--- config.mk ---
export PLATFORM = sky130hd
export DESIGN_NAME = tmu
export DESIGN_NICKNAME = d
export VERILOG_FILES = /design/src/hw/tmu_pkg.sv /design/src/hw/tmu_if.sv /design/src/hw/tmu.sv /design/src/hw/tmu_pixout.sv /design/src/hw/tmu_burst.sv /design/src/hw/tmu_decay.sv /design/src/hw/tmu_addresses.sv /design/src/hw/tmu_ctlif.sv
export SDC_FILE = /design/constraint.sdc
export NUM_CORES = 1
export LEC_CHECK = 0
export ABC_AREA = 1
export ABC_CLOCK_PERIOD_IN_PS = 8100
export BUFFER_PORTS_ARGS = -buffer_cell sky130_fd_sc_hd__buf_2
export CAP_MARGIN = 20
export CORE_AREA = 2 2 337 339
export DETAILED_ROUTE_END_ITERATION = 10
export DIE_AREA = 0 0 339 341
export SKIP_CTS_REPAIR_TIMING = 1
export SLEW_MARGIN = 25
export SYNTH_ARGS = -nofsm -noshare
export SYNTH_HDL_FRONTEND = slang
export SYNTH_SLANG_ARGS = --single-unit
--- constraint.sdc ---
create_clock -name sys_clk -period 8.1 [get_ports sys_clk]
set_input_delay 1.62 -clock sys_clk [delete_from_list [all_inputs] [get_ports sys_clk]]
set_output_delay 1.62 -clock sys_clk [all_outputs]
set_load 0.02 [all_outputs]
--- src/hw/tmu_pkg.sv ---
/*
 * texture mapping unit, write back end.
 * sizes, register map, control states and pixel format shared by all blocks.
 */

package tmu_pkg;

	localparam int FML_DEPTH = 26; // memory byte address width.
	localparam int COORD_W = 11; // x, y and horizontal resolution.

	localparam logic [3:0] CSR_ADDR = 4'h2; // matched against csr_a[13:10].

	// register numbers, decoded from the low bits of the CSR address.
	typedef enum logic [2:0] {
		CSR_CTL    = 3'd0, // write bit 0 to start, read bit 0 for busy.
		CSR_BRIGHT = 3'd1,
		CSR_FBUF   = 3'd2,
		CSR_HRES   = 3'd3,
		CSR_PIXELS = 3'd4
	} csr_reg_e;

	// job sequencing.
	typedef enum logic [2:0] {
		IDLE,
		RUN,
		WAIT_PROCESS,
		FLUSH,
		WAIT_FLUSH
	} ctl_state_e;

	// RGB565, red in the top bits.
	typedef struct packed {
		logic [4:0] r;
		logic [5:0] g;
		logic [4:0] b;
	} pixel_t;

	localparam int BURST_PIXELS = 16; // one 32-byte line.
	localparam int BEATS = 4; // 64-bit beats per line.

	// a line address is the byte address without its low 5 bits.
	typedef logic [FML_DEPTH-6:0] burst_adr_t;

endpackage
--- src/hw/tmu_if.sv ---
/*
 * pipeline links between the stages.
 * the source holds stb and payload until it sees ack in the same cycle.
 */

`timescale 1ns/100ps

interface pix_link import tmu_pkg::*; ();

	logic stb;
	logic ack;
	pixel_t pixel;
	logic [FML_DEPTH-1:0] adr; // destination byte address.

	modport source (output stb, output pixel, output adr, input ack);
	modport sink (input stb, input pixel, input adr, output ack);

endinterface

interface burst_link import tmu_pkg::*; ();

	logic stb;
	logic ack;
	burst_adr_t adr;
	logic [BURST_PIXELS-1:0] sel; // bit 15 is the pixel at the lowest address.
	logic [BURST_PIXELS*16-1:0] data; // lowest address in the top bits.

	modport source (output stb, output adr, output sel, output data, input ack);
	modport sink (input stb, input adr, input sel, input data, output ack);

endinterface

--- src/hw/tmu.sv ---
/*
 * texture mapping unit, write back end.
 * address, decay, burst and output stages under the control interface.
 */

`timescale 1ns/100ps

module tmu import tmu_pkg::*; (
	input  logic                 sys_clk,
	input  logic                 sys_rst,

	input  logic                 frag_stb_i,
	output logic                 frag_ack_o,
	input  logic [COORD_W-1:0]   frag_x_i,
	input  logic [COORD_W-1:0]   frag_y_i,
	input  pixel_t               frag_pixel_i,
	input  logic                 frag_last_i,

	input  logic [13:0]          csr_a_i,
	input  logic                 csr_we_i,
	input  logic [31:0]          csr_di_i,
	output logic [31:0]          csr_do_o,

	output logic                 irq_o,

	output logic [FML_DEPTH-1:0] fmlw_adr_o,
	output logic                 fmlw_stb_o,
	input  logic                 fmlw_ack_i,
	output logic [7:0]           fmlw_sel_o,
	output logic [63:0]          fmlw_do_o
);

	logic [5:0] brightness;
	logic [FML_DEPTH-1:0] fbuf;
	logic [COORD_W-1:0] hres;
	logic flush;
	logic frag_accept;
	logic frag_last;
	logic addr_busy;
	logic decay_busy;
	logic burst_busy;
	logic pixout_busy;

	pix_link addr_pix ();
	pix_link decay_pix ();
	burst_link line_bl ();

	tmu_ctlif ctlif (
		.sys_clk(sys_clk), .sys_rst(sys_rst),
		.csr_a_i(csr_a_i), .csr_we_i(csr_we_i), .csr_di_i(csr_di_i), .csr_do_o(csr_do_o),
		.irq_o(irq_o),
		.addr_busy_i(addr_busy), .decay_busy_i(decay_busy),
		.burst_busy_i(burst_busy), .pixout_busy_i(pixout_busy),
		.frag_accept_i(frag_accept), .frag_last_i(frag_last),
		.brightness_o(brightness), .fbuf_o(fbuf), .hres_o(hres), .flush_o(flush)
	);

	tmu_addresses addresses (
		.sys_clk(sys_clk), .sys_rst(sys_rst),
		.frag_stb_i(frag_stb_i), .frag_ack_o(frag_ack_o),
		.frag_x_i(frag_x_i), .frag_y_i(frag_y_i),
		.frag_pixel_i(frag_pixel_i), .frag_last_i(frag_last_i),
		.fbuf_i(fbuf), .hres_i(hres),
		.accept_o(frag_accept), .last_o(frag_last), .busy_o(addr_busy),
		.pix_o(addr_pix)
	);

	tmu_decay decay (
		.sys_clk(sys_clk), .sys_rst(sys_rst),
		.brightness_i(brightness),
		.pix_i(addr_pix), .pix_o(decay_pix),
		.busy_o(decay_busy)
	);

	tmu_burst burst (
		.sys_clk(sys_clk), .sys_rst(sys_rst),
		.flush_i(flush),
		.pix_i(decay_pix), .burst_o(line_bl),
		.busy_o(burst_busy)
	);

	tmu_pixout pixout (
		.sys_clk(sys_clk), .sys_rst(sys_rst),
		.burst_i(line_bl),
		.fmlw_adr_o(fmlw_adr_o), .fmlw_stb_o(fmlw_stb_o), .fmlw_ack_i(fmlw_ack_i),
		.fmlw_sel_o(fmlw_sel_o), .fmlw_do_o(fmlw_do_o),
		.busy_o(pixout_busy)
	);

endmodule

--- src/hw/tmu_pixout.sv ---
/*
 * pixel output.
 * writes one line to memory as an address phase and four 64-bit beats.
 */

`timescale 1ns/100ps

module tmu_pixout import tmu_pkg::*; (
	input  logic                 sys_clk,
	input  logic                 sys_rst,

	burst_link.sink              burst_i,

	output logic [FML_DEPTH-1:0] fmlw_adr_o,
	output logic                 fmlw_stb_o,
	input  logic                 fmlw_ack_i,
	output logic [7:0]           fmlw_sel_o,
	output logic [63:0]          fmlw_do_o,

	output logic                 busy_o
);

	typedef enum logic [1:0] {
		PO_WAIT,
		PO_ADDR,
		PO_DATA
	} pixout_state_e;

	pixout_state_e state;
	logic [1:0] beat;
	logic last_beat;
	logic [3:0] beat_sel;

	assign last_beat = (beat == 2'(BEATS-1));

	// the line stays on the link until the last beat, so nothing is copied.
	assign burst_i.ack = (state == PO_DATA) & last_beat;
	assign busy_o = (state != PO_WAIT);

	assign fmlw_stb_o = (state == PO_ADDR);
	assign fmlw_adr_o = {burst_i.adr, 5'd0};
	assign fmlw_do_o = burst_i.data[BURST_PIXELS*16-1 - 64*beat -: 64];

	// one enable per pixel becomes two byte enables.
	assign beat_sel = burst_i.sel[BURST_PIXELS-1 - 4*beat -: 4];
	assign fmlw_sel_o = (state == PO_DATA) ?
		{{2{beat_sel[3]}}, {2{beat_sel[2]}}, {2{beat_sel[1]}}, {2{beat_sel[0]}}} : 8'd0;

	always_ff @(posedge sys_clk) begin
		if (sys_rst) begin
			state <= PO_WAIT;
			beat <= 2'd0;
		end else begin
			case (state)
				PO_WAIT: if (burst_i.stb) state <= PO_ADDR;
				PO_ADDR: begin
					beat <= 2'd0;
					if (fmlw_ack_i)
						state <= PO_DATA; // data follows on the next cycle.
				end
				PO_DATA: begin
					beat <= beat + 2'd1;
					if (last_beat)
						state <= PO_WAIT;
				end
				default: state <= PO_WAIT;
			endcase
		end
	end

	a_adr_stable: assert property (@(posedge sys_clk) disable iff (sys_rst)
		fmlw_stb_o && !fmlw_ack_i |=> fmlw_stb_o && $stable(fmlw_adr_o));

endmodule

--- src/hw/tmu_burst.sv ---
/*
 * burst assembler.
 * gathers pixels of one 32-byte line with per-pixel enables and hands the
 * line on when a pixel of another line arrives or on flush.
 */

`timescale 1ns/100ps

module tmu_burst import tmu_pkg::*; (
	input  logic     sys_clk,
	input  logic     sys_rst,

	input  logic     flush_i,

	pix_link.sink    pix_i,
	burst_link.source burst_o,

	output logic     busy_o
);

	burst_adr_t line_adr;
	logic [BURST_PIXELS*16-1:0] line_data;
	logic [BURST_PIXELS-1:0] line_sel;

	burst_adr_t in_line;
	logic [3:0] in_idx; // pixel index within the line.
	logic [BURST_PIXELS-1:0] pix_bit;
	logic same_line;
	logic out_free;
	logic take;
	logic emit;

	assign in_line = pix_i.adr[FML_DEPTH-1:5];
	assign in_idx = pix_i.adr[4:1];
	assign pix_bit = {1'b1, {(BURST_PIXELS-1){1'b0}}} >> in_idx;

	// an empty line takes any pixel.
	assign same_line = (line_sel == '0) | (in_line == line_adr);
	assign out_free = ~burst_o.stb | burst_o.ack;

	assign pix_i.ack = ~flush_i & (same_line | out_free);
	assign take = pix_i.stb & pix_i.ack;
	assign emit = (line_sel != '0) & out_free & (flush_i | (take & ~same_line));

	assign busy_o = burst_o.stb;

	always_ff @(posedge sys_clk) begin
		if (sys_rst) begin
			burst_o.stb <= 1'b0;
			line_sel <= '0;
		end else begin
			if (emit)
				burst_o.stb <= 1'b1;
			else if (burst_o.ack)
				burst_o.stb <= 1'b0;

			if (flush_i && out_free)
				line_sel <= '0;
			else if (take && same_line)
				line_sel <= line_sel | pix_bit;
			else if (take)
				line_sel <= pix_bit; // new line starts with this pixel alone.
		end
	end

	always_ff @(posedge sys_clk) begin
		if (emit) begin
			burst_o.adr <= line_adr;
			burst_o.sel <= line_sel;
			burst_o.data <= line_data;
		end
		// a later pixel at the same index simply overwrites the slot.
		if (take) begin
			line_adr <= in_line;
			line_data[BURST_PIXELS*16-1 - 16*in_idx -: 16] <= pix_i.pixel;
		end
	end

	a_sel_nonzero: assert property (@(posedge sys_clk) disable iff (sys_rst)
		burst_o.stb && burst_o.ack |-> burst_o.sel != '0);

endmodule

--- src/hw/tmu_decay.sv ---
/*
 * brightness decay.
 * scales each colour channel by (brightness + 1) / 64 over two stages.
 */

`timescale 1ns/100ps

module tmu_decay import tmu_pkg::*; (
	input  logic       sys_clk,
	input  logic       sys_rst,

	input  logic [5:0] brightness_i,

	pix_link.sink      pix_i,
	pix_link.source    pix_o,

	output logic       busy_o
);

	logic [6:0] gain;
	logic s1_stb;
	logic [10:0] s1_r;
	logic [11:0] s1_g;
	logic [10:0] s1_b;
	logic [FML_DEPTH-1:0] s1_adr;
	logic s1_free;
	logic s2_free;

	assign gain = {1'b0, brightness_i} + 7'd1; // 63 gives 64, a unity gain.

	assign s2_free = ~pix_o.stb | pix_o.ack;
	assign s1_free = ~s1_stb | s2_free;
	assign pix_i.ack = s1_free;
	assign busy_o = s1_stb | pix_o.stb;

	always_ff @(posedge sys_clk) begin
		if (sys_rst) begin
			s1_stb <= 1'b0;
			pix_o.stb <= 1'b0;
		end else begin
			if (s1_free)
				s1_stb <= pix_i.stb;
			if (s2_free)
				pix_o.stb <= s1_stb;
		end
	end

	always_ff @(posedge sys_clk) begin
		if (s1_free && pix_i.stb) begin
			s1_r <= pix_i.pixel.r * gain;
			s1_g <= pix_i.pixel.g * gain;
			s1_b <= pix_i.pixel.b * gain;
			s1_adr <= pix_i.adr;
		end
		if (s2_free && s1_stb) begin
			pix_o.pixel.r <= s1_r[10:6]; // drop the six fraction bits.
			pix_o.pixel.g <= s1_g[11:6];
			pix_o.pixel.b <= s1_b[10:6];
			pix_o.adr <= s1_adr;
		end
	end

endmodule

--- src/hw/tmu_addresses.sv ---
/*
 * destination address stage.
 * turns fragment coordinates into a frame buffer byte address in one cycle.
 */

`timescale 1ns/100ps

module tmu_addresses import tmu_pkg::*; (
	input  logic                 sys_clk,
	input  logic                 sys_rst,

	input  logic                 frag_stb_i,
	output logic                 frag_ack_o,
	input  logic [COORD_W-1:0]   frag_x_i,
	input  logic [COORD_W-1:0]   frag_y_i,
	input  pixel_t               frag_pixel_i,
	input  logic                 frag_last_i,

	input  logic [FML_DEPTH-1:0] fbuf_i,
	input  logic [COORD_W-1:0]   hres_i,

	output logic                 accept_o,
	output logic                 last_o,
	output logic                 busy_o,

	pix_link.source              pix_o
);

	logic [2*COORD_W:0] offset; // pixel index within the frame.

	assign offset = frag_y_i * hres_i + frag_x_i;

	assign frag_ack_o = ~pix_o.stb | pix_o.ack;
	assign accept_o = frag_stb_i & frag_ack_o;
	assign last_o = accept_o & frag_last_i;
	assign busy_o = pix_o.stb;

	always_ff @(posedge sys_clk) begin
		if (sys_rst)
			pix_o.stb <= 1'b0;
		else if (frag_ack_o)
			pix_o.stb <= frag_stb_i;
	end

	always_ff @(posedge sys_clk) begin
		if (accept_o) begin
			pix_o.adr <= fbuf_i + FML_DEPTH'({offset, 1'b0}); // two bytes per pixel.
			pix_o.pixel <= frag_pixel_i;
		end
	end

endmodule

--- src/hw/tmu_ctlif.sv ---
/*
 * control interface of the texture mapping unit.
 * holds the configuration registers, sequences a job through the end-of-job
 * flush, raises the interrupt and counts the accepted fragments.
 */

`timescale 1ns/100ps

module tmu_ctlif import tmu_pkg::*; (
	input  logic                 sys_clk,
	input  logic                 sys_rst,

	input  logic [13:0]          csr_a_i,
	input  logic                 csr_we_i,
	input  logic [31:0]          csr_di_i,
	output logic [31:0]          csr_do_o,

	output logic                 irq_o,

	input  logic                 addr_busy_i,
	input  logic                 decay_busy_i,
	input  logic                 burst_busy_i,
	input  logic                 pixout_busy_i,
	input  logic                 frag_accept_i,
	input  logic                 frag_last_i,

	output logic [5:0]           brightness_o,
	output logic [FML_DEPTH-1:0] fbuf_o,
	output logic [COORD_W-1:0]   hres_o,
	output logic                 flush_o
);

	ctl_state_e state;
	csr_reg_e csr_reg;
	logic csr_sel;
	logic start;
	logic pipe_busy;
	logic [31:0] pixels;

	assign csr_sel = (csr_a_i[13:10] == CSR_ADDR);
	assign csr_reg = csr_reg_e'(csr_a_i[2:0]);
	assign start = csr_sel & csr_we_i & (csr_reg == CSR_CTL) & csr_di_i[0];
	assign pipe_busy = addr_busy_i | decay_busy_i | burst_busy_i | pixout_busy_i;
	assign flush_o = (state == FLUSH);

	always_ff @(posedge sys_clk) begin
		if (sys_rst) begin
			brightness_o <= 6'd63;
			fbuf_o <= '0;
			hres_o <= '0;
			csr_do_o <= 32'd0;
		end else begin
			csr_do_o <= 32'd0; // foreign addresses read as zero.
			if (csr_sel) begin
				if (csr_we_i) begin
					case (csr_reg)
						CSR_BRIGHT: brightness_o <= csr_di_i[5:0];
						CSR_FBUF:   fbuf_o <= csr_di_i[FML_DEPTH-1:0];
						CSR_HRES:   hres_o <= csr_di_i[COORD_W-1:0];
						default:    ;
					endcase
				end
				case (csr_reg)
					CSR_CTL:    csr_do_o <= {31'd0, state != IDLE};
					CSR_BRIGHT: csr_do_o <= 32'(brightness_o);
					CSR_FBUF:   csr_do_o <= 32'(fbuf_o);
					CSR_HRES:   csr_do_o <= 32'(hres_o);
					CSR_PIXELS: csr_do_o <= pixels;
					default:    csr_do_o <= 32'd0;
				endcase
			end
		end
	end

	// job sequencer. the stages report busy while they hold an item.
	always_ff @(posedge sys_clk) begin
		if (sys_rst) begin
			state <= IDLE;
			irq_o <= 1'b0;
		end else begin
			irq_o <= 1'b0;
			case (state)
				IDLE:         if (start) state <= RUN;
				RUN:          if (frag_last_i) state <= WAIT_PROCESS;
				WAIT_PROCESS: if (!pipe_busy) state <= FLUSH;
				FLUSH:        state <= WAIT_FLUSH; // the partial line is pushed out here.
				WAIT_FLUSH: begin
					if (!pipe_busy) begin
						state <= IDLE;
						irq_o <= 1'b1;
					end
				end
				default:      state <= IDLE;
			endcase
		end
	end

	always_ff @(posedge sys_clk) begin
		if (sys_rst)
			pixels <= 32'd0;
		else if (start && state == IDLE)
			pixels <= 32'd0;
		else if (frag_accept_i)
			pixels <= pixels + 32'd1;
	end

	// flush only reaches a pipeline in which every stage has drained.
	a_flush_pulse: assert property (@(posedge sys_clk) disable iff (sys_rst)
		flush_o |-> !pipe_busy);

	a_irq_pulse: assert property (@(posedge sys_clk) disable iff (sys_rst)
		irq_o |=> !irq_o);

endmodule

==> metrics.txt <==
status completed; number of setup violations in the final report 0; initial DRC count 2308; Chip Height 341 µm; Pleak around 18 nW; hold_ws 0.355 ns; Yosys reg bits ~830; max frequency 138 MHz; end point of the critical path addresses.pix_o.adr[22]$_DFFE_PP_; CP required 8.47 ns; crit path launch frag_y_i[7]; core area roughly 110000 µm²; final number of hold-violating endpoints 0; power share of the combinational group 7.0%; fin crit share 89.2%; Sw Ratio 24.1%; post-place instance area 41400 µm²; worst reg-to-reg setup slack 1.27 ns; Rel. slew slack 28.0%; hpwl dp 68700 µm; die width 339 µm; crit path kind input pin to flip-flop; H-tree depth 3; Clock transition at path regs about 0.060 ns; Main synth FF type edfxtp_1; unrepaired setup endpoints after global routing no; internal power 6.97 mW; num rows 123; crit path time final between 7 and 8 ns; area grow syn2layout 13.7%; share of cells above drive strength 1 11.0%; Final Routed Wirelength roughly 100000 µm; setup ws final 0.878 ns; GRT Residual Overflow 0; Final nets just over 4000; Reg2Reg Launch Point ctlif.hres_o[4]$_SDFFE_PP0P_; Longest Clk Path Bufs 3; GRT Util Overall 17.3%; vias in the first global route approximately 25000; Synth top area share a little over half; Root Buffer clkbuf_16; CP Max Fanout 11; Ys Warns 0; initial antenna violation count 6; Place WS between 0.2 and 0.3 ns; largest area contributor in the netlist edfxtp_1; Syn Area/Cell 11.1 µm²; Clock Latency Late Sink 0.68 ns; startpoint types input pin; total CTS buffers 84; # diodes 0; Pins Over Slew Limit 0; # Max-Cap Violations 0; critical path data arrival time between 7 and 8 ns; Port-buffer cells roughly 200; Vias/cell 4.88; top cells by area, synth edfxtp_1 (54%), fa_1 (7.1%), dfxtp_1 (7.0%), nor2_1 (5.8%), nand2_1 (4.9%); DR pass1 iterations 7; final RePlAce weighted congestion 0.879; Netlist Area Pre-Place 38800 µm²; Cells after Synth around 3500; PD cells 208 nW/µm²; Worst Skew ~0.07 ns; Hold Crit Class flip-flop to flip-flop; Worst R2R Path Depth 24; Clock Power Share 42.0%; WL/cell 19.2 µm; Post-synth ARST share 0%; DIE AREA 116000 µm²; Seq/Total Area, Yosys 60.5%; initial core utilization 34.7%; sequential group share of total power 50.9%; synth unique cells a little under 60; Post-DRT Antenna Nets 0; Switching Power 2.21 mW; number of enable flip-flop cells after synthesis 693; setup TNS 0 ns; drt drc 0; Reg-to-Reg End addresses.pix_o.adr[22]$_DFFE_PP_; total clock sinks 828; # IOs ~220; first-pass GRT wire length around 150000 µm; TritonCTS clock tree done; largest net degree at the start of global routing 127; CP Capture Type flip-flop; via count 25585; Post-Layout Inst Area 44100 µm²; Worst Tran Pin Value 1.07 ns; peak supply drop 0.167 mV
==> power groups by stage <==
| stage | Sequential (mW) | Clock [mW] | Combinational (mW) |
|---|---|---|---|
| after CTS | 4.68 | 3.93 | 0.654 |
| final | 4.68 | 3.86 | 0.647 |
| after detailed placement | 4.77 | 0 | 0.652 |
| after global placement | 4.77 | 0 | 0.639 |
| after global routing | 4.68 | 4.09 | 0.710 |
| after floorplan | 4.75 | 0 | 0.423 |
==> cell usage in the layout (no fill, tap or decap), types with 7 or more instances in the layout <==
master / count
o21ai_1: 8
ha_1: 145
nor3_1: 28
a31oi_1: 9
nand2_1: 508
xnor2_1: 28
buf_2: 204
buf_4: 21
o21ai_0: 208
nor2_4: 15
xor2_1: 59
nand4_1: 22
clkbuf_16: 84
nor2_1: 599
dfxtp_1: 133
inv_1: 401
bufinv_16: 7
fa_1: 138
nor4_1: 9
inv_2: 14
o211ai_1: 9
a21o_1: 9
edfxtp_1: 693
clkbuf_1: 15
o22ai_1: 64
clkinv_2: 17
clkinv_1: 37
a21oi_1: 145
nand3_1: 31
==> through the flow <==
step                instances  total power, mW  util (%)
floorplan                3503             5.17         -
global placement         5094             5.40      37.0
detailed placement       5095             5.42      37.0
CTS                      5247             9.26      39.5
global route             5247             9.48      39.5
finish                   5247             9.18      39.5
==> worst max-delay path: stages <==
cell,delay [ns]
buf_2,0.22
nand2_1,0.12
fa_1,0.57
inv_1,0.05
fa_1,0.54
fa_1,0.45
fa_1,0.54
inv_1,0.05
fa_1,0.53
inv_1,0.04
ha_1,0.35
a21oi_1,0.22
o211ai_1,0.14
a31oi_1,0.32
o21ai_0,0.16
xor2_1,0.23
ha_1,0.32
a21oi_1,0.21
a21boi_0,0.27
o21ai_1,0.17
a21o_1,0.21
nand3_1,0.09
nand2_1,0.06
nand2_1,0.06
nand2_1,0.05
==> Yosys cell counts, drive strengths merged, types with 34 or more instances <==
cell / n
a21oi: 148
clkbuf: 108
dfxtp: 135
edfxtp: 693
fa: 138
ha: 145
inv: 419
nand2: 511
nand3: 34
nor2: 617
o21ai: 220
o22ai: 64
xor2: 59
==> worst min path at each step <==
stage | from | depth (start not counted) | to | slack [ns]
global placement | burst.line_data[17]$_DFFE_PP_ | 0 | burst.burst_o.data[17]$_DFFE_PP_ | 0.40
detailed placement | burst.line_data[103]$_DFFE_PP_ | 0 | burst.burst_o.data[103]$_DFFE_PP_ | 0.40
finish | decay.s1_r[7]$_DFFE_PP_ | 0 | decay.pix_o.pixel[12]$_DFFE_PP_ | 0.35
floorplan | burst.line_data[0]$_DFFE_PP_ | 0 | burst.burst_o.data[0]$_DFFE_PP_ | 0.40
global route | decay.s1_r[8]$_DFFE_PP_ | 0 | decay.pix_o.pixel[13]$_DFFE_PP_ | 0.37
CTS | decay.s1_r[7]$_DFFE_PP_ | 0 | decay.pix_o.pixel[12]$_DFFE_PP_ | 0.36
==> metal layers <==
layer	routed length (µm)	GRT usage, %	up-vias
met5	0	0	-
met3	7460	2.92	181
met2	46300	27.9	1009
li1	-	-	12008
met1	43200	23.5	12387
met4	3810	6.82	0
==> registers in the layout (all words and copies together), names as in the netlist, 21 cells and up <==
register,flops
decay.s1_adr,25
burst.burst_o.adr,21
ctlif.csr_do_o,32
burst.line_adr,21
addresses.pix_o.adr,25
decay.pix_o.adr,25
ctlif.fbuf_o,26
burst.burst_o.data,256
ctlif.pixels,32
burst.line_data,256
==> kinds of logic after synthesis <==
family | Yosys count | synth area share [%]
compound gates | 482 | 6.82
xor+xnor | 87 | 1.96
fa+ha+maj | 283 | 11.8
buf+inv | 575 | 5.81
flops | 828 | 60.5
other cells | 1 | 0.00966
simple gates | 1243 | 13.1
==> cell type report <==
type / instances / area (µm²)
timing repair buffer: 228 / 1230
clock buffer: 99 / 2160
inverter: 439 / 1650
tap: 1500 / 1880
fill: 10771 / 67700
clock inverter: 53 / 592
sequential: 828 / 23500
multi-input combinational: 2100 / 13100
Note: power is estimated with default switching activity, not from simulation.
